[config.mk]
export PLATFORM = sky130hd
export DESIGN_NAME = tp84_read_mux
export DESIGN_NICKNAME = d
export VERILOG_FILES = /design/src/logic/tp84_bus_pkg.sv /design/src/logic/tp84_read_mux.sv
export SDC_FILE = /design/constraint.sdc
export NUM_CORES = 1
export LEC_CHECK = 0
export BUFFER_PORTS_ARGS = -buffer_cell sky130_fd_sc_hd__buf_2
export CAP_MARGIN = 10
export CORE_AREA = 3 3 40 42
export CTS_BUF_LIST = sky130_fd_sc_hd__clkbuf_2 sky130_fd_sc_hd__clkbuf_4 sky130_fd_sc_hd__clkbuf_8
export CTS_CLUSTER_SIZE = 28
export DETAILED_ROUTE_END_ITERATION = 16
export DIE_AREA = 0 0 43 45
export SLEW_MARGIN = 10
export SYNTH_ARGS = -nofsm -noshare
export SYNTH_HDL_FRONTEND = slang
export SYNTH_SLANG_ARGS = --single-unit
[constraint.sdc]
create_clock -name clk_49m -period 1.3 [get_ports clk_49m]
set_input_delay 0 -clock clk_49m [delete_from_list [all_inputs] [get_ports clk_49m]]
set_output_delay 0 -clock clk_49m [all_outputs]
set_load 0.03 [all_outputs]
[src/logic/tp84_bus_pkg.sv]
package tp84_bus_pkg;

	// ============================================================
	// Bus types
	// ============================================================

	typedef logic [15:0] cpu_addr_t;
	typedef logic [7:0]  cpu_data_t;
	typedef logic [10:0] ram_addr_t;
	typedef logic [4:0]  color_bank_t;

	// Handshake sequencer, one access in flight at a time
	typedef enum logic [1:0] {
		IDLE,
		ACCESS,
		RESPOND,
		HOLD
	} bus_state_e;

	// 2 KB work RAM shared with the second CPU on the real board
	localparam int RAM_DEPTH = 2048;

	// Open bus and ROM space read back as all ones
	localparam cpu_data_t UNMAPPED_DATA = 8'hFF;

	// ============================================================
	// Memory map, standard and set-3 boards
	// ============================================================

	// Shared RAM compares address bits [15:11]
	localparam logic [4:0] SHARED_RAM_STD  = 5'b01010;
	localparam logic [4:0] SHARED_RAM_SET3 = 5'b00010;

	// Page compares on address bits [15:8]
	localparam logic [7:0] MAIN_LATCH_STD   = 8'h30;
	localparam logic [7:0] MAIN_LATCH_SET3  = 8'h1C;
	localparam logic [7:0] COLOR_LATCH_STD  = 8'h28;
	localparam logic [7:0] COLOR_LATCH_SET3 = 8'h1A;
	localparam logic [7:0] XSCROLL_STD      = 8'h3C;
	localparam logic [7:0] XSCROLL_SET3     = 8'h1F;
	localparam logic [7:0] SOUND_IRQ_STD    = 8'h38;
	localparam logic [7:0] SOUND_IRQ_SET3   = 8'h1E;
	localparam logic [7:0] YSCROLL_STD      = 8'h3E;
	localparam logic [7:0] SOUND_DATA_STD   = 8'h3A;
	// Set-3 places these two on a 16-byte range, bits [15:4]
	localparam logic [11:0] YSCROLL_SET3    = 12'h1F8;
	localparam logic [11:0] SOUND_DATA_SET3 = 12'h1E8;
	// Controls page, then bits 7 and 4 must be clear (0x0x/0x2x/0x4x/0x6x)
	localparam logic [7:0] CONTROLS_STD     = 8'h28;
	localparam logic [7:0] CONTROLS_SET3    = 8'h1A;

	// Main latch sub-addresses on bits [2:0]
	localparam logic [2:0] LATCH_IRQ_MASK = 3'd0;
	localparam logic [2:0] LATCH_VFLIP    = 3'd4;
	localparam logic [2:0] LATCH_HFLIP    = 3'd5;

endpackage
[src/logic/tp84_read_mux.sv]
`timescale 1ns/100ps

module tp84_read_mux (
	input  logic                    clk_49m,
	input  logic                    reset,
	input  logic                    access_i,
	input  logic                    sel_ram_i,
	input  logic                    sel_inputs_i,
	input  tp84_bus_pkg::cpu_data_t ram_rdata_i,
	input  tp84_bus_pkg::cpu_data_t controls_dip_i,
	output tp84_bus_pkg::cpu_data_t rdata_o
);

	// RAM read issued in ACCESS, data due in RESPOND
	logic ram_pending;

	// ============================================================
	// Read data register
	// ============================================================

	always_ff @(posedge clk_49m) begin
		if (!reset)
			ram_pending <= 1'b0;
		else
			ram_pending <= access_i & sel_ram_i;
	end

	// End of ACCESS loads controls or open bus
	// End of RESPOND swaps in the RAM byte when one was read
	// Held through HOLD
	always_ff @(posedge clk_49m) begin
		if (access_i) begin
			if (sel_inputs_i)
				rdata_o <= controls_dip_i;
			else
				rdata_o <= tp84_bus_pkg::UNMAPPED_DATA;
		end else if (ram_pending) begin
			rdata_o <= ram_rdata_i;
		end
	end

endmodule

### After elaboration in Yosys (flattened, before gate mapping)

Index checks and enable logic that the tools add are counted.

| word-level totals | value |
|---|---|
| logic and storage cells | 7 |
| memories | 0 |
| register bits after elaboration | 9 |
| memory bits (read-only) | 0 |
| bits in latches | 0 |
| bits in writable memories | 0 |
| input bits | 21 |

| operators by class | value |
|---|---|
| shift-type cells | 0 |
| $lt $le $gt $ge | 0 |
| eq/ne operators | 0 |
| add/subtract/negate cells | 0 |
| divide/modulo/power cells | 0 |
| reduce and logical (&&, ||, !) cells | 1 |
| muxes and demuxes | 3 |
| bitwise gates (word level) | 1 |
| multiply operators | 0 |

Operator list:

| kind | number |
|---|---|
| $mux 8 | 3 |
| $reduce_bool 2->1 | 1 |
| $and 1x1->1 | 1 |

### Logic depth before layout (Yosys ltp)

| logic depth | value |
|---|---|
| word-level depth | 2 |
| gate-level depth with buffers | 3 |
| mapped depth without buffers | 2 |

### Worst setup path after synthesis

Ideal clock, no wire load.

| timing | value |
|---|---|
| path kind | register -> register |
| from | register ram_pending |
| to | register rdata_o[0] (enable) |
| clock period less this slack | 0.852 ns |
| library setup time | 0.283 ns |
| data required time | 1.017 ns |
| stages on the path, launching flop included | 2 |
| setup slack | 0.448 ns |
| arrival | 0.568 ns |
| path through | dfxtp_1 -> or2_1 |

| on the way | value |
|---|---|
| word-level cells in the longest chain between the ends | 1 |

RTL lines:

| what | line | source |
|---|---|---|
| start: declaration | tp84_read_mux.sv:15 | `logic ram_pending;` |
| start signal: assignment | tp84_read_mux.sv:25 | `ram_pending <= access_i & sel_ram_i;` |
| $reduce_bool 2->1 (no source line) | - |  |
| end signal: assignment | tp84_read_mux.sv:34 | `rdata_o <= controls_dip_i;` |
| end signal: assignment | tp84_read_mux.sv:36 | `rdata_o <= tp84_bus_pkg::UNMAPPED_DATA;` |
| end signal: assignment | tp84_read_mux.sv:38 | `rdata_o <= ram_rdata_i;` |
| end: declaration | tp84_read_mux.sv:11 | `output tp84_bus_pkg::cpu_data_t rdata_o` |

Every way passes these cells.
A chain may end at the register's enable or synchronous reset.

### Worst setup path after layout

| timing | value |
|---|---|
| from | input port sel_ram_i |
| to | register ram_pending |

| on the way | value |
|---|---|
| word-level cells in the longest chain between the ends | 1 |

RTL lines:

| what | line | source |
|---|---|---|
| start: declaration | tp84_read_mux.sv:7 | `input logic sel_ram_i,` |
| $and 1x1->1 | tp84_read_mux.sv:25 |  |

Every way passes these cells.

==> flow_summary.toml <==
[clock_tree]
cts_tree = "built"
cts_sinks = 9
clk_latency_ps = 250
h-tree-depth = 1
cts_setup_buffers = 0
cts_buffers = 3
clk_pin_slew_ps = 60
cts-root-buf = "clkbuf_4"
clockBufferDepth = 2

[timing]
setup_tns_ps = 0
grt_setup_unrepaired = "no"
fmax_mhz = 845
hold_viol = 0
period_needed_ps = 1180
relSlewSlack = 0.780
period_share = 0.911
finClkSkew_ps = 2.02
fin_hold_ws_ps = 27.3
worst_pin_slew_ps = 330
final_max_slew_viol_count = 0
setup_violations = 0

[global_route]
antenna_found_initial = 0
grt_max_degree = 13
grt_pass1_wl_um = 1120
grt-ovfl-total = 0
grt_pass1_vias = 285
grt_util_all_layers = 0.0821

[cells_and_area]
final_common_cell = "buf_2"
layout_common_cells = "28 x buf_2, 8 x edfxtp_1, 7 x o22a_1"
antenna_cells = 0
final_nets = 78
postLayoutCellArea_um2 = 563
area_growth_syn_to_layout_pct = 54.1
drive_gt1_frac = 0.589

[floorplanning]
ios = 29
rows = 13
start_util = 0.284
dieArea_mm2 = 0.00194
fp.dieH_um = 45
die_width_um = 43
coreArea_mm2 = 0.00128

[placed_design]
placed_area_um2 = 513
io_buffers = 28
routabilityCongestion = 0.572

[synth]
syn-num-nets = 44
ys_seq_area_frac = 0.712
synth.top_cell.area_share = 0.658
syn-cell-area_um2 = 365
synth_top_cell_by_area = "edfxtp_1"
ys_seq_elements = 9
ys_types = 10
synth_area_leaders = "edfxtp_1 66%, o22a_1 17%, dfxtp_1 5.5%"
yosys_warnings = 0
avgSynthCellArea_um2 = 15.9
synthCells = 23

[critical_path]
crit_type = "in2reg"
startpoint_type = "input pin"
endpoint_kind = "register"
cp.arrival_ps = 1320
worstPathRequired_ps = 1440
worst-path-max-fanout = 1

[drt]
totalWireLength_um = 803
drcViolationCount = 0
ant_nets = 0
via_per_inst = 4.49
wire_per_inst_um = 11.3
dr.pass1.iters = 2
first_iter_violations = 2
vias = 319

[power_and_ir_drop]
leakage_nw = 0.255
vdd_ir_drop_max_uv = 474
power.total_uw = 694
power_density_mw_per_mm2 = 1230

[status]
status = "finished clean"

[job]
max-cap-violations = 0

[worst_hold_path]
min_path_type = "in2reg"
[flip-flops by register name, indices dropped and copies added, names as in the netlist]
signal,flops
ram_pending,1
rdata_o,8
[synth_stat cells, drive strengths merged]
cell and n:
edfxtp 8, o22a 7, a31oi 1, and3 1, buf 1, dfxtp 1
inv 1, nand2 1, nor2 1, or2 1
[worst max-delay path, cell delays in order]
cell and delay, ps:
dlygate4sd3_1 530, buf_2 110, and3_1 140, dlygate4sd3_1 540
[layer usage]
layer  track usage  up-vias  routed length [µm]
met3        0.0398        0                  77
met4        0.0361        0                   0
met5             0        -                   0
met1        0.0884      149                 305
li1              -      158                   -
met2         0.138       12                 419
[cell type report]
cell class	count	area, µm²
fill	134	722
sequential	9	260
timing repair buffer	30	160
multi-input combinational	12	90.1
clock buffer	4	30.0
tap	15	18.8
inverter	1	3.75
[timing repair]
item,CTS,global route
resized for setup,0,0
setup endpoints to repair,0,0
hold endpoints to repair,1,0
hold buffers,2,0
[where the power goes]
part	switching, mW	leakage (nW)	internal (mW)	total (mW)
Combinational	0.0723	0.153	0.0526	0.125
Sequential	0.00417	0.0839	0.340	0.344
Clock	0.0865	0.0184	0.138	0.225
[logic make-up (layout without fill, tap and decap cells)]
kind of cell	after synthesis	after routing	share of synthesized area
AND/OR/NAND/NOR	4	4	0.0617
flip-flops	9	9	0.712
buffers and inverters	2	35	0.0411
AO/OA/AOI/OAI	8	8	0.185
[per-stage QoR]
step	std cells	setup slack (ps)	utilization
after global routing	71	91.4	0.438
after global placement	65	409	0.399
final	71	116	0.438
after detailed placement	65	388	0.399
after CTS	71	127	0.438
after floorplan	23	448	-
[path summary, 6_finish.rpt]
check / start / endpoint / slack, ps / depth (start not counted)
setup / recovery: sel_ram_i / ram_pending / 120 / 4
hold reg to reg: ram_pending / rdata_o[2] / 800 / 1
setup reg to reg: ram_pending / rdata_o[3] / 370 / 1
hold / removal: controls_dip_i[0] / rdata_o[0] / 30 / 2
Power figures use the tool's default switching activity.
