==> src/logic/tp84_bus_pkg.sv <==
package tp84_bus_pkg;

	// ============================================================
	// Bus types
	// ============================================================

	typedef logic [15:0] cpu_addr_t;
	typedef logic [7:0]  cpu_data_t;
	typedef logic [10:0] ram_addr_t;
	typedef logic [4:0]  color_bank_t;

	// Handshake sequencer, one access in flight at a time
	typedef enum logic [1:0] {
		IDLE,
		ACCESS,
		RESPOND,
		HOLD
	} bus_state_e;

	// 2 KB work RAM shared with the second CPU on the real board
	localparam int RAM_DEPTH = 2048;

	// Open bus and ROM space read back as all ones
	localparam cpu_data_t UNMAPPED_DATA = 8'hFF;

	// ============================================================
	// Memory map, standard and set-3 boards
	// ============================================================

	// Shared RAM compares address bits [15:11]
	localparam logic [4:0] SHARED_RAM_STD  = 5'b01010;
	localparam logic [4:0] SHARED_RAM_SET3 = 5'b00010;

	// Page compares on address bits [15:8]
	localparam logic [7:0] MAIN_LATCH_STD   = 8'h30;
	localparam logic [7:0] MAIN_LATCH_SET3  = 8'h1C;
	localparam logic [7:0] COLOR_LATCH_STD  = 8'h28;
	localparam logic [7:0] COLOR_LATCH_SET3 = 8'h1A;
	localparam logic [7:0] XSCROLL_STD      = 8'h3C;
	localparam logic [7:0] XSCROLL_SET3     = 8'h1F;
	localparam logic [7:0] SOUND_IRQ_STD    = 8'h38;
	localparam logic [7:0] SOUND_IRQ_SET3   = 8'h1E;
	localparam logic [7:0] YSCROLL_STD      = 8'h3E;
	localparam logic [7:0] SOUND_DATA_STD   = 8'h3A;
	// Set-3 places these two on a 16-byte range, bits [15:4]
	localparam logic [11:0] YSCROLL_SET3    = 12'h1F8;
	localparam logic [11:0] SOUND_DATA_SET3 = 12'h1E8;
	// Controls page, then bits 7 and 4 must be clear (0x0x/0x2x/0x4x/0x6x)
	localparam logic [7:0] CONTROLS_STD     = 8'h28;
	localparam logic [7:0] CONTROLS_SET3    = 8'h1A;

	// Main latch sub-addresses on bits [2:0]
	localparam logic [2:0] LATCH_IRQ_MASK = 3'd0;
	localparam logic [2:0] LATCH_VFLIP    = 3'd4;
	localparam logic [2:0] LATCH_HFLIP    = 3'd5;

endpackage
==> src/logic/tp84_addr_decode.sv <==
`timescale 1ns/100ps

module tp84_addr_decode (
	input  logic                    is_set3_i,
	input  tp84_bus_pkg::cpu_addr_t addr_i,
	input  logic                    rw_i,
	output logic                    sel_ram_o,
	output logic                    sel_main_latch_o,
	output logic                    sel_color_o,
	output logic                    sel_xscroll_o,
	output logic                    sel_yscroll_o,
	output logic                    sel_sound_irq_o,
	output logic                    sel_sound_data_o,
	output logic                    sel_inputs_o
);

	// Raw region hits before direction qualifying
	logic ram_hit;
	logic main_hit;
	logic color_hit;
	logic xscroll_hit;
	logic yscroll_hit;
	logic sound_irq_hit;
	logic sound_data_hit;
	logic ctrl_hit;
	logic [7:0] page;
	logic ctrl_low_ok;

	assign page = addr_i[15:8];
	// Controls repeat on every other 16-byte slot of the lower half page
	assign ctrl_low_ok = ~addr_i[7] & ~addr_i[4];

	// ============================================================
	// Region compare, set-3 relocates everything but the ROMs
	// ============================================================

	always_comb begin
		if (is_set3_i) begin
			ram_hit        = addr_i[15:11] == tp84_bus_pkg::SHARED_RAM_SET3;
			main_hit       = page == tp84_bus_pkg::MAIN_LATCH_SET3;
			color_hit      = page == tp84_bus_pkg::COLOR_LATCH_SET3;
			xscroll_hit    = page == tp84_bus_pkg::XSCROLL_SET3;
			yscroll_hit    = addr_i[15:4] == tp84_bus_pkg::YSCROLL_SET3;
			sound_irq_hit  = page == tp84_bus_pkg::SOUND_IRQ_SET3;
			sound_data_hit = addr_i[15:4] == tp84_bus_pkg::SOUND_DATA_SET3;
			ctrl_hit       = (page == tp84_bus_pkg::CONTROLS_SET3) & ctrl_low_ok;
		end else begin
			ram_hit        = addr_i[15:11] == tp84_bus_pkg::SHARED_RAM_STD;
			main_hit       = page == tp84_bus_pkg::MAIN_LATCH_STD;
			color_hit      = page == tp84_bus_pkg::COLOR_LATCH_STD;
			xscroll_hit    = page == tp84_bus_pkg::XSCROLL_STD;
			yscroll_hit    = page == tp84_bus_pkg::YSCROLL_STD;
			sound_irq_hit  = page == tp84_bus_pkg::SOUND_IRQ_STD;
			sound_data_hit = page == tp84_bus_pkg::SOUND_DATA_STD;
			ctrl_hit       = (page == tp84_bus_pkg::CONTROLS_STD) & ctrl_low_ok;
		end
	end

	// ============================================================
	// Direction qualifying
	// ============================================================

	// RAM is selected both ways, the top splits read and write
	assign sel_ram_o = ram_hit;

	// Latches and strobes are write only
	assign sel_main_latch_o = main_hit & ~rw_i;
	assign sel_color_o      = color_hit & ~rw_i;
	assign sel_xscroll_o    = xscroll_hit & ~rw_i;
	assign sel_yscroll_o    = yscroll_hit & ~rw_i;
	assign sel_sound_irq_o  = sound_irq_hit & ~rw_i;
	assign sel_sound_data_o = sound_data_hit & ~rw_i;

	// Controls/DIP1 plus DIP2 on a read of the main latch page
	assign sel_inputs_o = (ctrl_hit | main_hit) & rw_i;

endmodule

==> config.mk <==
export PLATFORM = sky130hd
export DESIGN_NAME = tp84_addr_decode
export DESIGN_NICKNAME = d
export VERILOG_FILES = /design/src/logic/tp84_bus_pkg.sv /design/src/logic/tp84_addr_decode.sv
export SDC_FILE = /design/constraint.sdc
export NUM_CORES = 1
export LEC_CHECK = 0
export BUFFER_PORTS_ARGS = -buffer_cell sky130_fd_sc_hd__buf_2
export CORE_AREA = 10 10 47 49
export DETAILED_ROUTE_END_ITERATION = 16
export DIE_AREA = 0 0 57 59
export PLACE_DENSITY = 0.62
export SLEW_MARGIN = 10
export SYNTH_ARGS = -nofsm -noshare
export SYNTH_HDL_FRONTEND = slang
export SYNTH_SLANG_ARGS = --single-unit
==> constraint.sdc <==
create_clock -name vclk -period 2.3
set_input_delay 0.23 -clock vclk [all_inputs]
set_output_delay 0.23 -clock vclk [all_outputs]
set_load 0.03 [all_outputs]
== Word level (Yosys, flattened, before mapping) ==
Index checks and enable logic that the tools add are counted.
Widths: inputs -> output; s select.

* Register bits: 0
* Input bits: 18

* Eq/ne operators: 14
* Bitwise logic cells: 14
* Mux-type cells: 8

{| class="wikitable"
|+ Operator list
! cell !! count
|-
| $eq 8x6->1 const B || 6
|-
| $eq 8x5->1 const B || 4
|-
| $eq 12x9->1 const B || 2
|-
| $and 1x1->1 || 10
|-
| $mux 1 || 8
|-
| $eq 5x2->1 const B || 1
|-
| $eq 5x4->1 const B || 1
|-
| $not 1->1 || 3
|-
| $or 1x1->1 || 1
|}

== Depth between registers and ports, before layout ==
Gate-level depths: netlist (run 1).

* Depth in word-level cells: 6
* Gate-level depth with buffers: 4
* Gate-level depth less buffers: 3

== Worst setup path after synthesis (run 1) ==
No wires, ideal clock.

* Path kind: input to output
* Start: input is_set3_i
* End: output sel_main_latch_o
* Path buffers: 0
* Data arrival time: 1.554 ns
* Setup slack: 0.516 ns
* Cell stages on the path: 3
* Path through: and2b_4 -> o211ai_2 -> nor4_1

* Longest elaborated chain between the ends: 2

{| class="wikitable"
|+ RTL lines
! what !! RTL line !! text
|-
| start: declaration || tp84_addr_decode.sv:4 || <nowiki>input logic is_set3_i,</nowiki>
|-
| $mux 1 || tp84_addr_decode.sv:38 || <nowiki>if (is_set3_i) begin</nowiki>
|-
| $and 1x1->1 || tp84_addr_decode.sv:67 || <nowiki>assign sel_main_latch_o = main_hit & ~rw_i;</nowiki>
|-
| end: declaration || tp84_addr_decode.sv:8 || <nowiki>output logic sel_main_latch_o,</nowiki>
|}

No other way between the ends.

== Final worst setup path (run 1) ==
Same ends and word-level chain as after synthesis.

==> results of run 1 <==
## layout make-up
class                           instances  area [um^2]
Fill cell                             176         1000
Multi-Input combinational cell         40          268
Timing Repair Buffer                   22          110
Tap cell                               16         20.0
## stage by stage
stage / total power (uW) / setup WS [ns]
finish: 49.6 / 0.784
global placement: 47.9 / 0.794
CTS: 49.4 / 0.775
floorplan: 29.9 / 0.516
detailed placement: 49.4 / 0.776
global route: 55.9 / 0.605
## critical path, stage by stage
cell	delay [ns]
buf_2	0.20
nor2b_2	0.24
o211ai_2	0.13
nor4_1	0.23
buf_2	0.24
## per-layer routing
layer	track usage	up-vias
li1	-	204
met1	0.0765	177
met5	0	-
met3	0.00215	0
met2	0.110	13
met4	0	0
## power groups by stage
stage / logic (uW) / clock network (uW) / registers (uW)
global route: 55.9 / 0 / 0
detailed placement: 49.4 / 0 / 0
CTS: 49.4 / 0 / 0
floorplan: 29.9 / 0 / 0
finish: 49.6 / 0 / 0
global placement: 47.9 / 0 / 0
## layout by cell type, fill, tap and decap left out
master and count:
o211ai_2 1, or3_1 2, nand2_1 1, xnor2_1 1, a211oi_2 2, and2b_1 1
and2b_4 1, nor4_1 1, nor4b_1 2, a31oi_1 3, nand2b_1 1, nor3b_1 2
nor2b_2 1, nor2b_1 2, o2111ai_1 1, and3_2 1, o22ai_1 1, and4bb_2 1
nand3_1 4, nor3_1 3, nand4_1 1, buf_2 22, nor2_1 7
## cell families after synthesis
kind of cell | synth area share
simple gates | 0.647
buf+inv | 0.0776
xor+xnor | 0.0302
compound gates | 0.246
## how the worst max path moves through the flow
stage                          from               end  slack, ns  cells past startpoint
after global routing      is_set3_i  sel_main_latch_o       0.61                      5
after global placement    is_set3_i  sel_main_latch_o       0.79                      5
after detailed placement  is_set3_i  sel_main_latch_o       0.78                      5
after floorplan           is_set3_i  sel_main_latch_o       0.52                      3
after CTS                 is_set3_i  sel_main_latch_o       0.77                      5
final                     is_set3_i  sel_main_latch_o       0.78                      5
==> impl_metrics.py, run 1 <==
metrics = {
    "hold_path": {
        "min_path_cells": 3,
        "holdPathEnd": "sel_ram_o",
        "hold_path.startpoint": "addr_i[11]",
        "hp-class": "input port to output port",
    },
    "cells_and_area": {
        "n_clock_buffer": 0,
        "regArea_um2": 0,
        "fin_area_um2": 398,
        "area_growth_pct": 37.1,
        "diodes": 0,
        "final_core_util": 0.284,
        "design.seq.count": 0,
        "drive_gt1_frac": 0.468,
        "instances_no_fill": 78,
        "fin_nets": 82,
    },
    "synth": {
        "synth_top_area_share": 0.0905,
        "yosysWarnings": 0,
        "syn_area_per_cell_um2": 6.91,
        "synth_largest_area_cell": "nor2_1",
        "ys_types": 23,
        "yosysSeqAreaShare": 0,
        "synth_cells": 42,
        "synth_most_common_cell": "nor2_1",
        "synth_fp_nets": 60,
        "synthTopCellsByCount": "nor2_1, nand3_1, a31oi_1, nor3_1",
        "synthTopCellsByArea": "nor2_1, a211oi_2, buf_6",
        "synth_area_um2": 290,
    },
    "drt": {
        "top_layer": "met3",
        "wl_per_cell_um": 13.2,
        "drt-total-wl_mm": 1.03,
        "drc": 0,
        "dr_wl_met3_um": 20,
        "wl_met2_um": 488,
        "wl_met1_um": 522,
        "first_pass_iters": 2,
        "num_vias": 394,
        "first_iter_violations": 1,
        "vias_per_cell": 5.05,
        "drtAntennaViolNets": 0,
    },
    "placement": {
        "port_buffers": 22,
        "dp_hpwl_um": 887,
        "dp.cells": 78,
        "place_area_um2": 398,
        "gp_congestion": 0.859,
    },
    "die": {
        "rows": 14,
        "fp.dieW_um": 57,
        "dieArea_um2": 3360,
        "die_height_um": 59,
        "core-area_um2": 1400,
        "io-pin-count": 26,
        "start_util": 0.207,
    },
    "worst_setup_path": {
        "crit_required_ns": 2.07,
        "worstSetupEndpointType": "output port",
        "worstSetupPathType": "input port to output port",
        "arrival_ns": 1.29,
        "cp-start-kind": "input port",
        "critPathMaxFanout": 13,
    },
    "timing": {
        "slew_headroom": 0.829,
        "final_max_slew_viol_count": 0,
        "period_share": 0.659,
        "setup_tns_ns": 0,
        "timing_hold_violations_final": 0,
        "min_period_ns": 1.52,
        "tightest_slew_ns": 0.256,
        "fmaxAchievable_mhz": 660,
        "whs_ns": 0.827,
        "finalSetupViolations": 0,
        "rsz0062_at_grt": "false",
    },
    "status": {
        "outcome": "finished, final reports clean",
    },
    "power_and_ir_drop": {
        "p_int_uw": 21.5,
        "power.density_nw_per_um2": 125,
        "switching_share": 0.566,
        "pwr-share-seq": 0,
        "p_leak_uw": 0.000163,
        "p_comb_frac": 1.000,
        "clkPwrFrac": 0,
        "p_sw_uw": 28.1,
        "vdd_drop_max_v": 0.0000422,
    },
    "global_routing": {
        "antenna_found_initial": 0,
        "grt_pass1_wl_mm": 1.79,
        "groute.usage.overall": 0.0590,
        "grt_max_degree": 14,
        "grt-ovfl-total": 0,
        "grt_pass1_vias": 400,
    },
    "clocking": {
        "hold_buffers": 0,
        "postCtsSetupRepairBufs": 0,
        "post_cts_resized": 0,
    },
    "flow_run": {
        "cap_violations": 0,
    },
}
Power figures use the tool's default switching activity.
==> run 2: changes to the inputs <==
Settings changed: ABC_AREA from default to 1, PLACE_DENSITY 0.62 to 0.68.
Clock period 2.3 ns to 1.52 ns, I/O delays scaled along.
==> run 2 against run 1 <==
First-iteration DRC count grew to 8.0 times the previous value. Synthesized cell count grew 62%. Combinational power grew 110%. Count of clock-buffer cells in the layout is the same. Non-clock buffer count is the same. Setup slack lost 0.52 ns. Die area is the same. Via count grew 17%. Critical path type unchanged. Critical endpoint is now sel_inputs_o. Largest cell class unchanged. Highest routed layer unchanged.
==> impl_metrics.py, run 2 <==
metrics = {
    "status": {
        "outcome": "finished, final reports clean",
    },
    "cells_and_area": {
        "design.seq.count": 0,
        "drive_gt1_frac": 0.449,
        "mostFrequentLayoutCells": "buf_2, nand2_1, nor2_1",
        "final_core_util": 0.347,
        "final_common_cell": "buf_2",
        "fin_nets": 109,
        "regArea_um2": 0,
        "area_growth_pct": 32.3,
        "n_clock_buffer": 0,
        "fin_area_um2": 487,
        "diodes": 0,
    },
    "worst_setup_path": {
        "worst-path-buf-inv": 3,
        "slowest_delay_ns": 0.24,
        "critPathMaxFanout": 9,
        "crit_family": "buffers and inverters",
        "worstSetupPathType": "input port to output port",
        "worstSetupEndpointType": "output port",
        "path_cells": "buf_2, inv_6, nand2_2, nand2_2, nor2_4, nand3_2, a21oi_2, buf_2",
        "crit_required_ns": 1.37,
        "critical_path.slowest_cell": "buf_2",
        "cp-start-kind": "input port",
        "arrival_ns": 1.11,
    },
    "synth": {
        "synthTopCellsByArea": "nand2_1, nor2_1, nand2_2",
        "synth_largest_area_cell": "nand2_1",
        "yosysSeqAreaShare": 0,
        "muxShareOfSynthArea": 0,
        "synth_compound_area_frac": 0.0850,
        "synth_top_area_share": 0.153,
        "synthTopCellsByCount": "nand2_1, nor2_1, inv_1, nand2_2, nand3_1",
        "synth_cells": 68,
        "synthXorXnorAreaFrac": 0.0476,
        "synth_area_um2": 368,
        "synthAdderAreaFrac": 0,
        "syn_area_per_cell_um2": 5.41,
        "yosysWarnings": 0,
        "ys_types": 20,
        "synth_fp_nets": 86,
        "yosys.area_share.simple": 0.701,
        "synth_most_common_cell": "nand2_1",
        "synth_top_family_by_area": "simple AND/OR/NAND/NOR gates",
    },
    "timing": {
        "timing_hold_violations_final": 0,
        "fmaxAchievable_mhz": 794,
        "slew_headroom": 0.834,
        "tightest_slew_ns": 0.247,
        "finalSetupViolations": 0,
        "period_share": 0.829,
        "setup_tns_ns": 0,
        "final_max_slew_viol_count": 0,
        "min_period_ns": 1.26,
        "rsz0062_at_grt": "false",
        "finalWorstSetupSlack_ns": 0.260,
    },
    "hold_path": {
        "min_path_cells": 3,
        "hold_path.startpoint": "addr_i[15]",
        "hp-class": "input port to output port",
        "holdPathEnd": "sel_ram_o",
    },
    "placement": {
        "place_ws_ns": 0.245,
        "port_buffers": 22,
        "dp_hpwl_um": 999,
        "gp_congestion": 0.731,
        "place_area_um2": 487,
    },
    "global_routing": {
        "grt_pass1_wl_mm": 1.94,
        "busiest_layer": "met2",
        "antenna_found_initial": 0,
        "grt-ovfl-total": 0,
        "grt_util_met1": 0.0690,
        "grt_use_met2": 0.127,
        "use_met3": 0.0172,
        "grt_max_degree": 10,
        "groute.usage.overall": 0.0640,
        "grt_pass1_vias": 457,
    },
    "die": {
        "dieArea_um2": 3360,
        "fp.dieW_um": 57,
        "core-area_um2": 1400,
        "io-pin-count": 26,
        "rows": 14,
        "start_util": 0.263,
        "die_height_um": 59,
    },
    "clocking": {
        "postCtsSetupRepairBufs": 0,
        "post_cts_resized": 0,
        "hold_buffers": 0,
    },
    "drt": {
        "drt-total-wl_mm": 1.10,
        "wl_per_cell_um": 10.5,
        "first_pass_iters": 3,
        "num_vias": 462,
        "drtAntennaViolNets": 0,
        "drc": 0,
        "vias_per_cell": 4.40,
        "first_iter_violations": 8,
    },
    "flow_run": {
        "cap_violations": 0,
    },
    "power_and_ir_drop": {
        "power.density_nw_per_um2": 213,
        "vdd_drop_max_v": 0.0000677,
        "p_leak_uw": 0.000266,
    },
}
[run 2: cell types whose count changed after synthesis, sizes merged, moves of 2 or more]
cell   previous run  this run
a31oi             3         0
nor2b             3         0
nor2              7        15
a21oi             0         3
nor4b             2         0
nand2             1        21
or3               2         0
nand3             4         8
and2b             2         0
inv               0        12
nor3b             2         0
[run 2: routing by layer]
layer,part of all wire,routed length (um),vias up
met1,0.40,445,195
met3,0.073,80,0
met5,0,0,-
li1,-,-,256
met2,0.52,575,11
met4,0,0,0
[run 2: cells by family after synthesis]
family / count (synthesis)
AND/OR/NAND/NOR: 49
buffers and inverters: 13
XOR/XNOR: 2
AO/OA/AOI/OAI: 4
[run 2: cell type report]
cell class	instances	area, um^2
Fill cell	170	915
Inverter	12	50.0
Timing Repair Buffer	22	110
Multi-Input combinational cell	55	307
Tap cell	16	20.0
[run 2: worst min-delay path: stages]
cell,delay (ns)
buf_2,0.09
nor4_1,0.04
buf_2,0.17
[run 2: report_power, final]
part	switching [uW]	total (uW)	internal (uW)	leakage, uW
clock network	0	0	0	0
registers	0	0	0	0
logic	66.7	104	37.1	0.000266
total	66.7	104	37.1	0.000266
[run 2: worst max path at each step]
stage	startpoint	cells past startpoint	end	slack (ns)
floorplan	is_set3_i	3	sel_ram_o	0.07
global placement	is_set3_i	8	sel_inputs_o	0.28
detailed placement	is_set3_i	8	sel_inputs_o	0.24
CTS	is_set3_i	8	sel_inputs_o	0.25
global route	is_set3_i	5	sel_inputs_o	0.15
finish	is_set3_i	8	sel_inputs_o	0.26
[run 2: through the flow]
step / hold slack [ns] / cells / total power, uW
3_5_place_dp: 0.597 / 105 / 105
5_1_grt: 0.607 / 105 / 116
6_report: 0.596 / 105 / 104
4_1_cts: 0.598 / 105 / 105
2_1_floorplan: 0.416 / 68 / 68.1
3_3_place_gp: 0.595 / 105 / 102
==> run 3: changes to the inputs <==
Clock period 1.52 ns to 1.3 ns, I/O delays scaled along.
==> run 3 against run 2 <==
Hold slack got worse by 0.025 ns. Count of clock-buffer cells in the layout stayed put. Total power increased by 23%. Wire length rose by 5.4%. Utilization grew 1.2 points. Setup slack lost 0.17 ns. Critical endpoint unchanged. Largest cell class unchanged.
==> impl_metrics.py, run 3 (synthesized netlist as in run 2, its figures left out) <==
metrics = {
    "die": {
        "io-pin-count": 26,
        "core-area_um2": 1400,
        "start_util": 0.263,
        "rows": 14,
        "die_height_um": 59,
        "dieArea_um2": 3360,
        "fp.dieW_um": 57,
    },
    "power_and_ir_drop": {
        "p_sw_uw": 82.5,
        "switching_share": 0.646,
        "power.density_nw_per_um2": 254,
        "p_comb_frac": 1.000,
        "clkPwrFrac": 0,
        "vdd_drop_max_v": 0.000129,
        "p_int_uw": 45.2,
        "p_leak_uw": 0.000265,
        "pwr-share-seq": 0,
    },
    "drt": {
        "vias_per_cell": 4.54,
        "drtAntennaViolNets": 0,
        "first_pass_iters": 4,
        "first_iter_violations": 3,
        "drc": 0,
        "wl_per_cell_um": 11.1,
        "num_vias": 477,
        "drt-total-wl_mm": 1.16,
    },
    "hold_path": {
        "min_path_cells": 3,
        "hp-class": "input port to output port",
        "holdPathEnd": "sel_ram_o",
        "hold_path.startpoint": "addr_i[15]",
    },
    "placement": {
        "gp_congestion": 0.836,
        "port_buffers": 22,
        "place_ws_ns": 0.0739,
        "dp.cells": 105,
        "dp_hpwl_mm": 1.03,
    },
    "timing": {
        "min_period_ns": 1.21,
        "fmaxAchievable_mhz": 825,
        "slew_headroom": 0.835,
        "rsz0062_at_grt": "false",
        "finalWorstSetupSlack_ns": 0.0872,
        "timing_hold_violations_final": 0,
        "setup_tns_ns": 0,
        "tightest_slew_ns": 0.247,
        "finalSetupViolations": 0,
        "period_share": 0.933,
        "final_max_slew_viol_count": 0,
    },
    "cells_and_area": {
        "n_clock_buffer": 0,
        "area_growth_pct": 36.7,
        "regArea_um2": 0,
        "final_common_cell": "buf_2",
        "fin_nets": 109,
        "diodes": 0,
        "instances_no_fill": 105,
        "drive_gt1_frac": 0.483,
        "mostFrequentLayoutCells": "buf_2, nand2_1, nor2_1",
        "design.seq.count": 0,
    },
    "clocking": {
        "postCtsSetupRepairBufs": 0,
        "hold_buffers": 0,
    },
    "worst_setup_path": {
        "critPathMaxFanout": 9,
        "arrival_ns": 1.08,
        "path_cells": "buf_2, inv_6, nand2_2, nand2_2, nor2_4, nand4_2, a21oi_2, buf_2",
        "cp-start-kind": "input port",
        "critical_path.slowest_cell": "buf_2",
        "worstSetupPathType": "input port to output port",
        "worst-path-buf-inv": 3,
        "crit_required_ns": 1.17,
        "worstSetupEndpointType": "output port",
        "crit_family": "buffers and inverters",
        "slowest_delay_ns": 0.23,
    },
    "status": {
        "outcome": "finished, final reports clean",
    },
    "global_routing": {
        "grt-ovfl-total": 0,
        "grt_pass1_wl_mm": 1.86,
        "grt_pass1_vias": 477,
        "grt_max_degree": 10,
        "groute.usage.overall": 0.0624,
        "antenna_found_initial": 0,
    },
    "flow_run": {
        "cap_violations": 0,
    },
}
[run 3: cell count changes in the layout (fill, tap and decap cells not counted), sizes merged]
cell and delta:
buf -2, clkbuf +2
[run 3: timing repair]
| action | in CTS | in global routing |
|---|---|---|
| setup endpoints to repair | 0 | 2 |
| hold endpoints to repair | 0 | 0 |
| gates resized for setup | 0 | 4 |
[run 3: cell type report]
class | instances | area (um^2)
fill | 165 | 898
multi-input combinational | 55 | 318
timing repair buffer | 22 | 115
inverter | 12 | 50.0
tap | 16 | 20.0
[run 3: stage by stage]
step / hold slack, ns / util / cell area, um^2 / power, uW
detailed placement: 0.576 / 0.352 / 493 / 125
CTS: 0.577 / 0.352 / 493 / 126
floorplan: 0.330 / - / 374 / 80.7
global route: 0.592 / 0.359 / 503 / 141
finish: 0.571 / 0.359 / 503 / 128
global placement: 0.559 / 0.352 / 493 / 121
[run 3: power by group through the flow]
stage	logic [uW]	registers (uW)	clock network, uW
2_1_floorplan	80.7	0	0
3_3_place_gp	121	0	0
3_5_place_dp	125	0	0
4_1_cts	126	0	0
5_1_grt	141	0	0
6_report	128	0	0
[run 3: layer usage]
| metal | part of all wire | routed length (um) | track usage | vias up |
|---|---|---|---|---|
| met2 | 0.61 | 707 | 0.136 | 10 |
| met4 | 0 | 0 | 0.00671 | 0 |
| met1 | 0.34 | 395 | 0.0563 | 213 |
| met5 | 0 | 0 | 0 | - |
| li1 | - | - | - | 254 |
| met3 | 0.050 | 58 | 0.0150 | 0 |
[run 3: how the worst max path moves through the flow]
| stage | end | start | slack [ns] | depth (start not counted) |
|---|---|---|---|---|
| floorplan | sel_sound_data_o | addr_i[14] | 0.13 | 7 |
| global placement | sel_xscroll_o | is_set3_i | 0.1 | 8 |
| detailed placement | sel_inputs_o | is_set3_i | 0.07 | 8 |
| CTS | sel_inputs_o | is_set3_i | 0.08 | 8 |
| global route | sel_yscroll_o | addr_i[13] | 0.002 | 7 |
| finish | sel_inputs_o | is_set3_i | 0.09 | 8 |
[run 3: worst min-delay path: cells and delay by family]
kind / cells / cell delay, ns
and+or+nand+nor: 1 / 0.04
buffers and inverters: 2 / 0.27
