[src/logic/tp84_bus_pkg.sv]
package tp84_bus_pkg;

	// ============================================================
	// Bus types
	// ============================================================

	typedef logic [15:0] cpu_addr_t;
	typedef logic [7:0]  cpu_data_t;
	typedef logic [10:0] ram_addr_t;
	typedef logic [4:0]  color_bank_t;

	// Handshake sequencer, one access in flight at a time
	typedef enum logic [1:0] {
		IDLE,
		ACCESS,
		RESPOND,
		HOLD
	} bus_state_e;

	// 2 KB work RAM shared with the second CPU on the real board
	localparam int RAM_DEPTH = 2048;

	// Open bus and ROM space read back as all ones
	localparam cpu_data_t UNMAPPED_DATA = 8'hFF;

	// ============================================================
	// Memory map, standard and set-3 boards
	// ============================================================

	// Shared RAM compares address bits [15:11]
	localparam logic [4:0] SHARED_RAM_STD  = 5'b01010;
	localparam logic [4:0] SHARED_RAM_SET3 = 5'b00010;

	// Page compares on address bits [15:8]
	localparam logic [7:0] MAIN_LATCH_STD   = 8'h30;
	localparam logic [7:0] MAIN_LATCH_SET3  = 8'h1C;
	localparam logic [7:0] COLOR_LATCH_STD  = 8'h28;
	localparam logic [7:0] COLOR_LATCH_SET3 = 8'h1A;
	localparam logic [7:0] XSCROLL_STD      = 8'h3C;
	localparam logic [7:0] XSCROLL_SET3     = 8'h1F;
	localparam logic [7:0] SOUND_IRQ_STD    = 8'h38;
	localparam logic [7:0] SOUND_IRQ_SET3   = 8'h1E;
	localparam logic [7:0] YSCROLL_STD      = 8'h3E;
	localparam logic [7:0] SOUND_DATA_STD   = 8'h3A;
	// Set-3 places these two on a 16-byte range, bits [15:4]
	localparam logic [11:0] YSCROLL_SET3    = 12'h1F8;
	localparam logic [11:0] SOUND_DATA_SET3 = 12'h1E8;
	// Controls page, then bits 7 and 4 must be clear (0x0x/0x2x/0x4x/0x6x)
	localparam logic [7:0] CONTROLS_STD     = 8'h28;
	localparam logic [7:0] CONTROLS_SET3    = 8'h1A;

	// Main latch sub-addresses on bits [2:0]
	localparam logic [2:0] LATCH_IRQ_MASK = 3'd0;
	localparam logic [2:0] LATCH_VFLIP    = 3'd4;
	localparam logic [2:0] LATCH_HFLIP    = 3'd5;

endpackage
[src/logic/tp84_latch_regs.sv]
`timescale 1ns/100ps

module tp84_latch_regs (
	input  logic                      clk_49m,
	input  logic                      reset,
	input  logic                      access_i,
	input  logic                      sel_main_latch_i,
	input  logic                      sel_color_i,
	input  logic                      sel_xscroll_i,
	input  logic                      sel_yscroll_i,
	input  logic                      sel_sound_irq_i,
	input  logic                      sel_sound_data_i,
	input  logic [2:0]                latch_addr_i,
	input  tp84_bus_pkg::cpu_data_t   wdata_i,
	input  logic                      vblank_irq_i,
	output logic                      flip_h_o,
	output logic                      flip_v_o,
	output logic                      main_irq_n_o,
	output tp84_bus_pkg::color_bank_t color_bank_o,
	output tp84_bus_pkg::cpu_data_t   scroll_x_o,
	output tp84_bus_pkg::cpu_data_t   scroll_y_o,
	output tp84_bus_pkg::cpu_data_t   sound_data_o,
	output logic                      sound_data_we_o,
	output logic                      sound_irq_o
);

	// IRQ enable bit from the main latch
	logic irq_mask;

	// ============================================================
	// Main latch
	// ============================================================

	// Bit 0 of the data goes to one of three flops by sub-address
	always_ff @(posedge clk_49m) begin
		if (!reset) begin
			irq_mask <= 1'b0;
			flip_v_o <= 1'b0;
			flip_h_o <= 1'b0;
		end else if (access_i && sel_main_latch_i) begin
			case (latch_addr_i)
				tp84_bus_pkg::LATCH_IRQ_MASK: irq_mask <= wdata_i[0];
				tp84_bus_pkg::LATCH_VFLIP:    flip_v_o <= wdata_i[0];
				tp84_bus_pkg::LATCH_HFLIP:    flip_h_o <= wdata_i[0];
				default: ;
			endcase
		end
	end

	// ============================================================
	// Colour latch and scroll registers
	// ============================================================

	always_ff @(posedge clk_49m) begin
		if (!reset) begin
			color_bank_o <= '0;
			scroll_x_o   <= '0;
			scroll_y_o   <= '0;
		end else if (access_i) begin
			// Only the low five bits are wired on the board
			if (sel_color_i)
				color_bank_o <= wdata_i[4:0];
			// Set-3 0x1F8x writes both scrolls at once
			if (sel_xscroll_i)
				scroll_x_o <= wdata_i;
			if (sel_yscroll_i)
				scroll_y_o <= wdata_i;
		end
	end

	// ============================================================
	// Sound board strobes
	// ============================================================

	// Strobes last the one cycle after ACCESS
	always_ff @(posedge clk_49m) begin
		if (!reset) begin
			sound_data_we_o <= 1'b0;
			sound_irq_o     <= 1'b0;
		end else begin
			sound_data_we_o <= access_i & sel_sound_data_i;
			sound_irq_o     <= access_i & sel_sound_irq_i;
		end
	end

	// Data byte lines up with its write strobe
	always_ff @(posedge clk_49m) begin
		if (access_i && sel_sound_data_i)
			sound_data_o <= wdata_i;
	end

	// Main IRQ, active low, cleared only by dropping the mask
	always_ff @(posedge clk_49m) begin
		if (!reset)
			main_irq_n_o <= 1'b1;
		else if (!irq_mask)
			main_irq_n_o <= 1'b1;
		else if (vblank_irq_i)
			main_irq_n_o <= 1'b0;
	end

endmodule

[config.mk]
export PLATFORM = sky130hd
export DESIGN_NAME = tp84_latch_regs
export DESIGN_NICKNAME = d
export VERILOG_FILES = /design/src/logic/tp84_bus_pkg.sv /design/src/logic/tp84_latch_regs.sv
export SDC_FILE = /design/constraint.sdc
export NUM_CORES = 1
export LEC_CHECK = 0
export ABC_CLOCK_PERIOD_IN_PS = 2009
export BUFFER_PORTS_ARGS = -buffer_cell sky130_fd_sc_hd__clkbuf_2
export CORE_AREA = 2 2 61 63
export DETAILED_ROUTE_END_ITERATION = 8
export DIE_AREA = 0 0 63 65
export PLACE_DENSITY_LB_ADDON = 0.08
export SLEW_MARGIN = 40
export SYNTH_ARGS = -nofsm -noshare
export SYNTH_HDL_FRONTEND = slang
export SYNTH_SLANG_ARGS = --single-unit
[constraint.sdc]
create_clock -name clk_49m -period 2.01 [get_ports clk_49m]
set_input_delay 0.201 -clock clk_49m [delete_from_list [all_inputs] [get_ports clk_49m]]
set_output_delay 0.201 -clock clk_49m [all_outputs]
set_load 0.01 [all_outputs]
# After elaboration in Yosys (flattened, before gate mapping)
# Index checks and enable logic that the tools add are counted.
[totals]
mem_bits_ro = 0
word_cells = 24
latchBits = 0
regBits = 35
input_bits = 21
ram_bits = 0
memories = 0
out_inout_bits = 34
[classes]
eq_ne = 2
reduce_logical = 10
bitwise = 2
n_mul = 0
n_shift = 0
mux = 0
magnitude_cmp = 0
n_div = 0
addsub = 0
[op_table]
columns = ["cell", "n"]
rows = [
  ["2-bit AND reduction", 7],
  ["3-bit equality test (second input constant)", 2],
  ["3-bit logical NOT", 1],
  ["1-bit AND", 2],
  ["1-bit logical AND", 2],
]

# Logic depth before layout (Yosys ltp)
# Gate-level depths: netlist of the first run.
[depth]
depth_word = 2
depth_mapped = 4
depth_no_buf = 3

# Least setup slack after synthesis of the first run
# No wires, ideal clock.
[synth_path]
path_kind = "in2reg"
startpoint = "in access_i"
endpoint = "reg sound_data_o[0] (enable)"
arrival_time_ns = 0.710
setup_slack_ns = 0.968
n_path_buf = 2
stages = 3
required_ns = 1.678
setup_ns = 0.332
cell_sequence = "buf_6 > buf_6 > and2_1"
[synth_between]
elab_chain_len = 1
[synth_lines]
columns = ["element", "line_no", "source"]
rows = [
  ["start, declared", "tp84_latch_regs.sv:6", "input logic access_i,"],
  ["1-bit logical AND", "tp84_latch_regs.sv:88", "if (access_i && sel_sound_data_i)"],
  ["end signal, assigned", "tp84_latch_regs.sv:89", "sound_data_o <= wdata_i;"],
  ["end, declared", "tp84_latch_regs.sv:22", "output tp84_bus_pkg::cpu_data_t sound_data_o,"],
]
# Every way passes these cells.
# A chain may end at the register's enable or synchronous reset.

# Final worst setup path of the first run
[layout_path]
startpoint = "reg sound_data_o[3]"
endpoint = "out sound_data_o[3]"
# No word-level cell between the ends.

==> results of run 1 <==
cell usage in the layout (no fill, tap or decap), drive strengths merged:
cell | Yosys | final
a21boi | 21 | 21
a21o | 1 | 1
and2 | 1 | 1
and3 | 2 | 2
buf | 7 | 1
bufinv | 0 | 2
clkbuf | 0 | 59
clkinvlp | 0 | 1
dfxtp | 27 | 27
edfxtp | 8 | 8
inv | 1 | 1
mux2i | 3 | 3
nand2 | 29 | 29
nand3 | 21 | 21
nand4 | 1 | 1
nor2b | 1 | 1
nor3b | 1 | 1
nor4 | 1 | 1
sequential cells by signal, summed over array words and instances (netlist names):
register	flops
main_irq_n_o	1
sound_data_we_o	1
irq_mask	1
sound_irq_o	1
flip_h_o	1
scroll_y_o	8
sound_data_o	8
scroll_x_o	8
flip_v_o	1
color_bank_o	5
layout make-up:
class	count	area, um^2	area share (%)
flip-flops and latches	35	781	46.0
clock buffers	5	37.5	2.21
multi-input cells	82	470	27.7
well taps	48	60.1	3.54
repair buffers	55	278	16.4
clock inverters	3	67.6	3.98
inverters	1	3.75	0.221
routing by layer:
metal | vias up | track usage (%) | part of all wire (%)
li1 | 541 | - | -
met2 | 44 | 24.6 | 46
met1 | 501 | 19.0 | 44
met4 | 0 | 10.3 | 3.2
met3 | 9 | 5.21 | 6.3
met5 | - | 0 | 0
per-stage QoR:
stage	hold WS, ns	instance area (um^2)	worst slack [ns]
floorplan	0.300	1310	0.968
global placement	0.426	1590	0.975
detailed placement	0.433	1590	0.941
CTS	0.0619	1700	0.918
global route	0.0615	1700	0.888
finish	0.0715	1700	0.934
power by group through the flow:
| stage | registers [mW] | logic (mW) | clock network [mW] |
|---|---|---|---|
| after floorplan | 0.797 | 0.0645 | 0 |
| after global placement | 0.781 | 0.146 | 0 |
| after detailed placement | 0.782 | 0.148 | 0 |
| after CTS | 0.766 | 0.149 | 0.650 |
| after global routing | 0.770 | 0.164 | 0.683 |
| final | 0.766 | 0.146 | 0.632 |
final timing paths:
kind / from / to / slack, ns / cells after the start
max: sound_data_o[3] / sound_data_o[3] / 0.93 / 1
min: wdata_i[7] / sound_data_o[7] / 0.07 / 1
max reg2reg: scroll_x_o[0] / scroll_x_o[0] / 1.37 / 2
min reg2reg: scroll_x_o[2] / scroll_x_o[2] / 0.46 / 2
cell families after synthesis:
kind of cell	count (synthesis)
AND/OR/NAND/NOR	57
AO/OA/AOI/OAI	22
buffers and inverters	8
flip-flops	35
multiplexers	3
==> results.cfg, run 1 <==
[synthesis]
synth_top_family_by_area = simple AND/OR/NAND/NOR gates
ys_seq_area_share_pct = 59.5
synth_fa_ha_area_share_pct = 0
netlist_top_cells_count = 27 x dfxtp_1, 27 x nand2_1, 21 x a21boi_1, 21 x nand3_1, 8 x edfxtp_1
synthXorXnorAreaFrac_pct = 0
syn_area_per_cell_um2 = 10.5
synth_area_mm2 = 0.00131
synth_nets = 146
synth_seq_cells = 35
muxShareOfSynthArea_pct = 2.29
yosys.area.top_type = dfxtp_1
netlist_instances = 125
synth_ff_type = dfxtp_1
synth_edf_count = 8
ys_top_cells_by_area = dfxtp_1 41%, edfxtp_1 18%, a21boi_1 12%
async_reset_ff_share_pct = 0
ys_types = 18
yosys.area_share.simple_pct = 21.0
synth_warnings = 0
synth_compound_area_share_pct = 12.6
synth_top_area_share_pct = 41.2

[drt]
dr.first_iter.drc_count = 38
routed_wl_mm = 2.90
viasPerCell = 4.78
drcViolationCount = 0
dr_total_vias = 1095
drt-pass1-iter-count = 4
wl_per_cell_um = 12.6
ant_nets = 0

[clock_network]
clk_path_buf_depth = 2
h-tree-depth = 2
cts_hold_buffers = 0
cts_tree = done
post-cts-setup-buffer-count = 0
clk_pin_slew_ns = 0.11
cts_resized = 0
cts.sinks = 35
numCtsBuffers = 5
clk-insertion-delay-late_ns = 0.34
cts_root_buffer = clkbuf_4

[cells_and_area]
n_antenna_cell = 0
fin_nets = 201
final_cell_count_no_fill = 229
area_growth_pct = 29.5
drive_gt1_share_pct = 37.0
final_util_pct = 48.6
n_fill_cell = 355

[global_routing]
grt_start_max_net_pins = 28
grt_pass1_vias = 1082
grt-ovfl-total = 0
grt_antenna_before_repair = 0
grt_pass1_wl_mm = 4.91
groute.usage.overall_pct = 15.9

[worst_setup_path]
crit_chain = clkbuf_2
critPathKind = flip-flop to output port
cp_num_buf_inv = 1
cp-start-kind = flip-flop
cp_slowest_stage_delay_ns = 0.39
crit_arrival_ns = 0.87
critPathRequiredTime_ns = 1.81
worstPathMaxFanout = 1
crit_path_end_kind = output port
crit_family = flip-flops
cp_slowest_cell = edfxtp_1

[pwr]
report.power.total_mw = 1.54
intPower_mw = 1.20
switching_share_pct = 22.4
p_per_area_mw_per_mm2 = 909
p_comb_share_pct = 9.5
switching_power_uw = 345
clkPwrFrac_pct = 40.9
seqPwrFrac_pct = 49.6
power_leakage_nw = 0.738
irDropWorstVdd_mv = 0.443

[placement]
io_buffers = 54
dp.cells = 221
place_congestion = 0.743
detailedPlacementHpwl_mm = 2.16

[timing]
fin_setup_tns_ns = 0
grt_setup_unrepaired = false
skew_ns = 0.0000192
maxSlewHeadroom_pct = 71.1
clock.fmax_mhz = 930
hold_violations = 0
fin_crit_ns = 1.08
fin_crit_sh_pct = 53.5
tightest_slew_ns = 0.434
maxSlewViolCount = 0
setup_violations = 0

[floorplan]
rows = 22
die_area_mm2 = 0.00410
start_util_pct = 37.5
core_mm2 = 0.00350
die_w_um = 63
die_h_um = 65
ios = 55

[job]
maxCapViolCount = 0

[hold_path]
min_path_type = input port to flip-flop

[run_status]
outcome = finished, final reports clean
No activity file was read; power rests on OpenSTA's default activity.
==> run 2: changes to the inputs <==
--- a/config.mk
+++ b/config.mk
@@ -5,11 +5,12 @@
 export SDC_FILE = /design/constraint.sdc
 export NUM_CORES = 1
 export LEC_CHECK = 0
-export ABC_CLOCK_PERIOD_IN_PS = 2009
+export ABC_AREA = 1
+export ABC_CLOCK_PERIOD_IN_PS = 1100
 export BUFFER_PORTS_ARGS = -buffer_cell sky130_fd_sc_hd__clkbuf_2
-export CORE_AREA = 2 2 61 63
+export CORE_AREA = 2 2 58 60
 export DETAILED_ROUTE_END_ITERATION = 8
-export DIE_AREA = 0 0 63 65
+export DIE_AREA = 0 0 60 62
 export PLACE_DENSITY_LB_ADDON = 0.08
 export SLEW_MARGIN = 40
 export SYNTH_ARGS = -nofsm -noshare
==> constraint.sdc (replaced) <==
create_clock -name clk_49m -period 1.1 [get_ports clk_49m]
set_input_delay 0.11 -clock clk_49m [delete_from_list [all_inputs] [get_ports clk_49m]]
set_output_delay 0.11 -clock clk_49m [all_outputs]
set_load 0.01 [all_outputs]
==> run 2 against run 1 <==
Compared with the run above:
- wire length shrank 8.9%
- flip-flop and latch count stayed put
- sequential share of layout area up 2.6 points
- via count is 2.8% lower
- worst setup slack lost 0.80 ns
- largest cell class unchanged
- highest routed layer unchanged
==> results.cfg, run 2 <==
[drt]
drt-pass1-iter-count = 4
dr_total_vias = 1064
wl_per_cell_um = 10.9
ant_nets = 0
viasPerCell = 4.40
dr.first_iter.drc_count = 37
routed_wl_mm = 2.64
drcViolationCount = 0

[global_routing]
grt-ovfl-total = 0
grt_antenna_before_repair = 0
busiest_layer = met2
gr-usage-met2_pct = 25.6
grt_start_max_net_pins = 27
use_met3_pct = 4.35
grt_pass1_vias = 939
use_met1_pct = 16.7
groute.usage.overall_pct = 14.8
grt_pass1_wl_mm = 3.95

[timing]
hold_violations = 0
hold_ws_ns = 0.0129
clock.fmax_mhz = 1040
maxSlewHeadroom_pct = 71.9
timing.final.ws_setup_ns = 0.134
skew_ns = 0.00573
tightest_slew_ns = 0.422
fin_setup_tns_ns = 0
fin_crit_ns = 0.966
fin_crit_sh_pct = 87.8
maxSlewViolCount = 0
grt_setup_unrepaired = false
setup_violations = 0

[cells_and_area]
seq_area_um2 = 781
n_fill_cell = 325
drive_gt1_share_pct = 31.1
fin_area_mm2 = 0.00161
n_antenna_cell = 0
multi_input_area_um2 = 360
top_regs = scroll_x_o x8, scroll_y_o x8, sound_data_o x8
final_cell_count_no_fill = 242
fin_nets = 217
layout_commonest_cell = clkbuf_2
area_growth_pct = 35.8
final_cell_mix = 54 x clkbuf_2, 45 x nor2_1, 27 x dfxtp_1

[pwr]
seqPwrFrac_pct = 60.7
intPower_mw = 1.76
irDropWorstVdd_mv = 0.796
p_per_area_mw_per_mm2 = 1460
p_comb_share_pct = 13.1
switching_power_uw = 584
switching_share_pct = 24.9
power_leakage_nw = 0.775
clkPwrFrac_pct = 26.2

[worst_setup_path]
crit_arrival_ns = 0.86
crit_family = flip-flops
cp_num_buf_inv = 1
crit_path_end_kind = output port
cp_slowest_cell = edfxtp_1
cp-start-kind = flip-flop
cp_slowest_stage_delay_ns = 0.39
worstPathMaxFanout = 1
critPathRequiredTime_ns = 0.99
critPathKind = flip-flop to output port
crit_chain = clkbuf_2

[clock_network]
numCtsBuffers = 5
clk-insertion-delay-late_ns = 0.32
post-cts-setup-buffer-count = 0
cts_hold_buffers = 6
cts_tree = done
cts_root_buffer = clkbuf_4
cts.sinks = 35
h-tree-depth = 2
clk_pin_slew_ns = 0.10
cts_resized = 0
clk_path_buf_depth = 2

[placement]
placement.cell_area_mm2 = 0.00150
place_congestion = 0.678
io_buffers = 54
dp.cells = 229
pre_cts_ws_ns = 0.155
detailedPlacementHpwl_mm = 2.00

[synthesis]
async_reset_ff_share_pct = 0
ys_top_cells_by_area = dfxtp_1 46%, edfxtp_1 20%, nor2_1 14%
yosysMostFrequentCell = nor2_1
synth_seq_cells = 35
synth_nets = 152
synth_edf_count = 8
ys_types = 12
yosys.area.top_type = dfxtp_1
netlist_instances = 131
synth_top_area_share_pct = 45.7
synth_warnings = 0
netlist_top_cells_count = 45 x nor2_1, 27 x dfxtp_1, 21 x o21ai_0, 9 x nand2_1, 8 x edfxtp_1
syn_area_per_cell_um2 = 9.04
synth_area_mm2 = 0.00118
synth_ff_type = dfxtp_1
ys_seq_area_share_pct = 66.0

[floorplan]
ios = 55
die_area_mm2 = 0.00372
core_mm2 = 0.00318
die_w_um = 60
rows = 21
die_h_um = 62
start_util_pct = 37.2

[run_status]
outcome = finished, final reports clean

[job]
maxCapViolCount = 0

[hold_path]
min_path_type = input port to flip-flop
## run 2: cell types whose count changed after synthesis, moves of 3 or more
cell	delta
a21boi_1	-21
mux2i_1	-3
nand2_1	-18
nand3_1	-18
inv_1	+6
o21ai_0	+21
buf_6	-3
a21oi_1	+6
nor2_1	+45
## run 2: path summary, 6_finish.rpt
kind,end,cells after the start,startpoint,slack (ns)
max,sound_data_o[2],1,sound_data_o[2],0.13
min,sound_data_we_o,3,sel_sound_data_i,0.01
max reg2reg,scroll_x_o[0],2,scroll_x_o[0],0.45
min reg2reg,main_irq_n_o,1,irq_mask,0.42
## run 2: area by class of cell
type / count / area share, %
Tap cell: 46 / 3.58
Sequential cell: 35 / 48.6
Inverter: 9 / 2.10
Multi-Input combinational cell: 85 / 22.4
Clock buffer: 7 / 2.80
Timing Repair Buffer: 60 / 20.5
## run 2: metrics by stage
step / total power, mW / utilization, %
floorplan: 1.60 / -
global placement: 1.75 / 47.3
detailed placement: 1.75 / 47.3
CTS: 2.38 / 50.6
global route: 2.48 / 50.6
finish: 2.34 / 50.6
## run 2: kinds of logic (layout without fill, tap and decap cells)
group / count (synthesis) / count (layout) / synth area share, %
and+or+nand+nor: 57 / 57 / 18.4
DFF: 35 / 35 / 66.0
AOI/OAI and AO/OA: 28 / 28 / 12.1
buffers and inverters: 11 / 76 / 3.59
## run 2: layer usage
metal  up-vias  routed length (um)
met5         -                   0
met4         0                  16
met3         2                 174
met2        38                1300
met1       471                1150
li1        553                   -
## run 2: power groups by stage
| stage | Sequential, mW | Combinational (mW) | Clock [mW] |
|---|---|---|---|
| final | 1.42 | 0.306 | 0.614 |
| after global routing | 1.43 | 0.349 | 0.699 |
| after CTS | 1.42 | 0.312 | 0.642 |
| after detailed placement | 1.45 | 0.295 | 0 |
| after global placement | 1.45 | 0.294 | 0 |
| after floorplan | 1.49 | 0.110 | 0 |
==> run 3: changes to the inputs <==
--- a/config.mk
+++ b/config.mk
@@ -11,6 +11,7 @@
 export CORE_AREA = 2 2 58 60
 export DETAILED_ROUTE_END_ITERATION = 8
 export DIE_AREA = 0 0 60 62
+export HOLD_SLACK_MARGIN = 0.02
 export PLACE_DENSITY_LB_ADDON = 0.08
 export SLEW_MARGIN = 40
 export SYNTH_ARGS = -nofsm -noshare
==> run 3 against run 2 <==
Compared with the run above:
- clock skew about the same
- core utilization increased by 1.3 points
- final cell count increased by 1.7%
- non-clock buffer count increased by 4
- via count increased by 1.4%
- clock power about the same
- worst setup slack got worse by 0.076 ns
- sequential power about the same
- largest power group unchanged
==> results.cfg, run 3 (same netlist as run 2, synthesis figures left out) <==
[worst_setup_path]
r2r_end = scroll_x_o[0]
r2r_slack_ns = 0.45
crit_arrival_ns = 1.04
cp_slowest_cell = dlygate4sd3_1
cp_slowest_stage_delay_ns = 0.53
cp-start-kind = input port
r2r-start = scroll_x_o[0]
crit_chain = dlygate4sd3_1 > clkbuf_2 > nand2_1 > inv_1
reg2regPathDepth = 2
critPathKind = input port to flip-flop
critPathRequiredTime_ns = 1.10
worstPathMaxFanout = 8
crit_path_end_kind = flip-flop

[global_routing]
grt_antenna_before_repair = 0
grt_pass1_wl_mm = 4.02
grt-ovfl-total = 0
grt_start_max_net_pins = 27
grt_pass1_vias = 962
groute.usage.overall_pct = 15.1

[timing]
fin_crit_sh_pct = 94.7
clock.fmax_mhz = 960
hold_violations = 0
setup_violations = 0
skew_ns = 0.00601
tightest_slew_ns = 0.411
maxSlewHeadroom_pct = 72.6
grt_setup_unrepaired = false
fin_setup_tns_ns = 0
fin_crit_ns = 1.04
maxSlewViolCount = 0
timing.final.ws_setup_ns = 0.0581

[run_status]
outcome = finished, final reports clean

[hold_path]
min_path_type = input port to flip-flop
hold_depth = 1
hp-start = wdata_i[4]
holdPathEnd = sound_data_o[4]

[drt]
routed_wl_mm = 2.66
viasPerCell = 4.39
drcViolationCount = 0
wl_per_cell_um = 10.8
drt-pass1-iter-count = 4
ant_nets = 0
dr.first_iter.drc_count = 20
dr_total_vias = 1079

[job]
maxCapViolCount = 0

[cells_and_area]
multi_input_area_um2 = 360
final_util_pct = 51.8
n_antenna_cell = 0
n_fill_cell = 320
layout_commonest_cell = clkbuf_2
drive_gt1_share_pct = 30.5
area_growth_pct = 39.2
final_cell_mix = 54 x clkbuf_2, 45 x nor2_1, 27 x dfxtp_1
seq_area_um2 = 781
fin_nets = 221
top_regs = scroll_x_o x8, scroll_y_o x8, sound_data_o x8

[floorplan]
ios = 55
start_util_pct = 37.2
rows = 21
die_w_um = 60
die_h_um = 62
die_area_mm2 = 0.00372
core_mm2 = 0.00318

[clock_network]
cts_resized = 0
cts.sinks = 35
h-tree-depth = 2
cts_root_buffer = clkbuf_4
clk_path_buf_depth = 2
clk-insertion-delay-late_ns = 0.32
post-cts-setup-buffer-count = 0
cts_tree = done
numCtsBuffers = 5
clk_pin_slew_ns = 0.09
cts_hold_buffers = 10

[placement]
pre_cts_ws_ns = 0.155
detailedPlacementHpwl_mm = 2.00
place_congestion = 0.678
io_buffers = 54

[pwr]
irDropWorstVdd_mv = 0.797
p_per_area_mw_per_mm2 = 1430
power_leakage_nw = 0.792
-- run 3: cell types whose count changed in the layout (fill, tap and decap cells not counted), sizes merged --
cell | before | now
dlygate4sd3 | 6 | 10
-- run 3: routing by layer --
layer,GRT usage (%),share of wire [%],vias up
met4,7.62,0.60,0
met3,4.35,6.7,2
met5,0,0,-
li1,-,-,561
met2,26.2,50,39
met1,16.8,43,477
-- run 3: worst max-delay path by stage --
stage	startpoint	end	slack [ns]	depth (start not counted)
2_1_floorplan	access_i	sound_data_o[0]	0.44	2
3_5_place_dp	access_i	scroll_y_o[0]	0.15	5
4_1_cts	sel_sound_data_i	sound_data_o[4]	0.08	4
6_report	sel_sound_data_i	sound_data_o[0]	0.06	4
3_3_place_gp	access_i	sound_data_o[6]	0.21	3
5_1_grt	sel_sound_data_i	sound_data_o[4]	0.04	4
-- run 3: through the flow --
stage | hold WS (ns) | area, um^2 | total power, mW | std cells
after floorplan | 0.209 | 1180 | 1.60 | 131
final | 0.0308 | 1650 | 2.36 | 246
after global placement | 0.314 | 1500 | 1.75 | 229
after detailed placement | 0.308 | 1500 | 1.75 | 229
after global routing | 0.0251 | 1650 | 2.49 | 246
after CTS | 0.0227 | 1650 | 2.39 | 246
-- run 3: layout make-up --
type	count	share of cell area, %
clock buffer	7	2.73
inverter	9	2.05
multi-input combinational	85	21.9
sequential	35	47.4
tap	46	3.49
timing repair buffer	64	22.5
-- run 3: where the power goes --
group | internal, mW | leakage [nW] | switching [mW] | total, mW
Sequential | 1.39 | 0.297 | 0.0325 | 1.42
Clock | 0.241 | 0.0254 | 0.374 | 0.615
Combinational | 0.138 | 0.469 | 0.179 | 0.317
-- run 3: critical path: cells and delay by family --
family	cells	cell delay [ns]
buffers and inverters	3	0.88
and+or+nand+nor	1	0.06
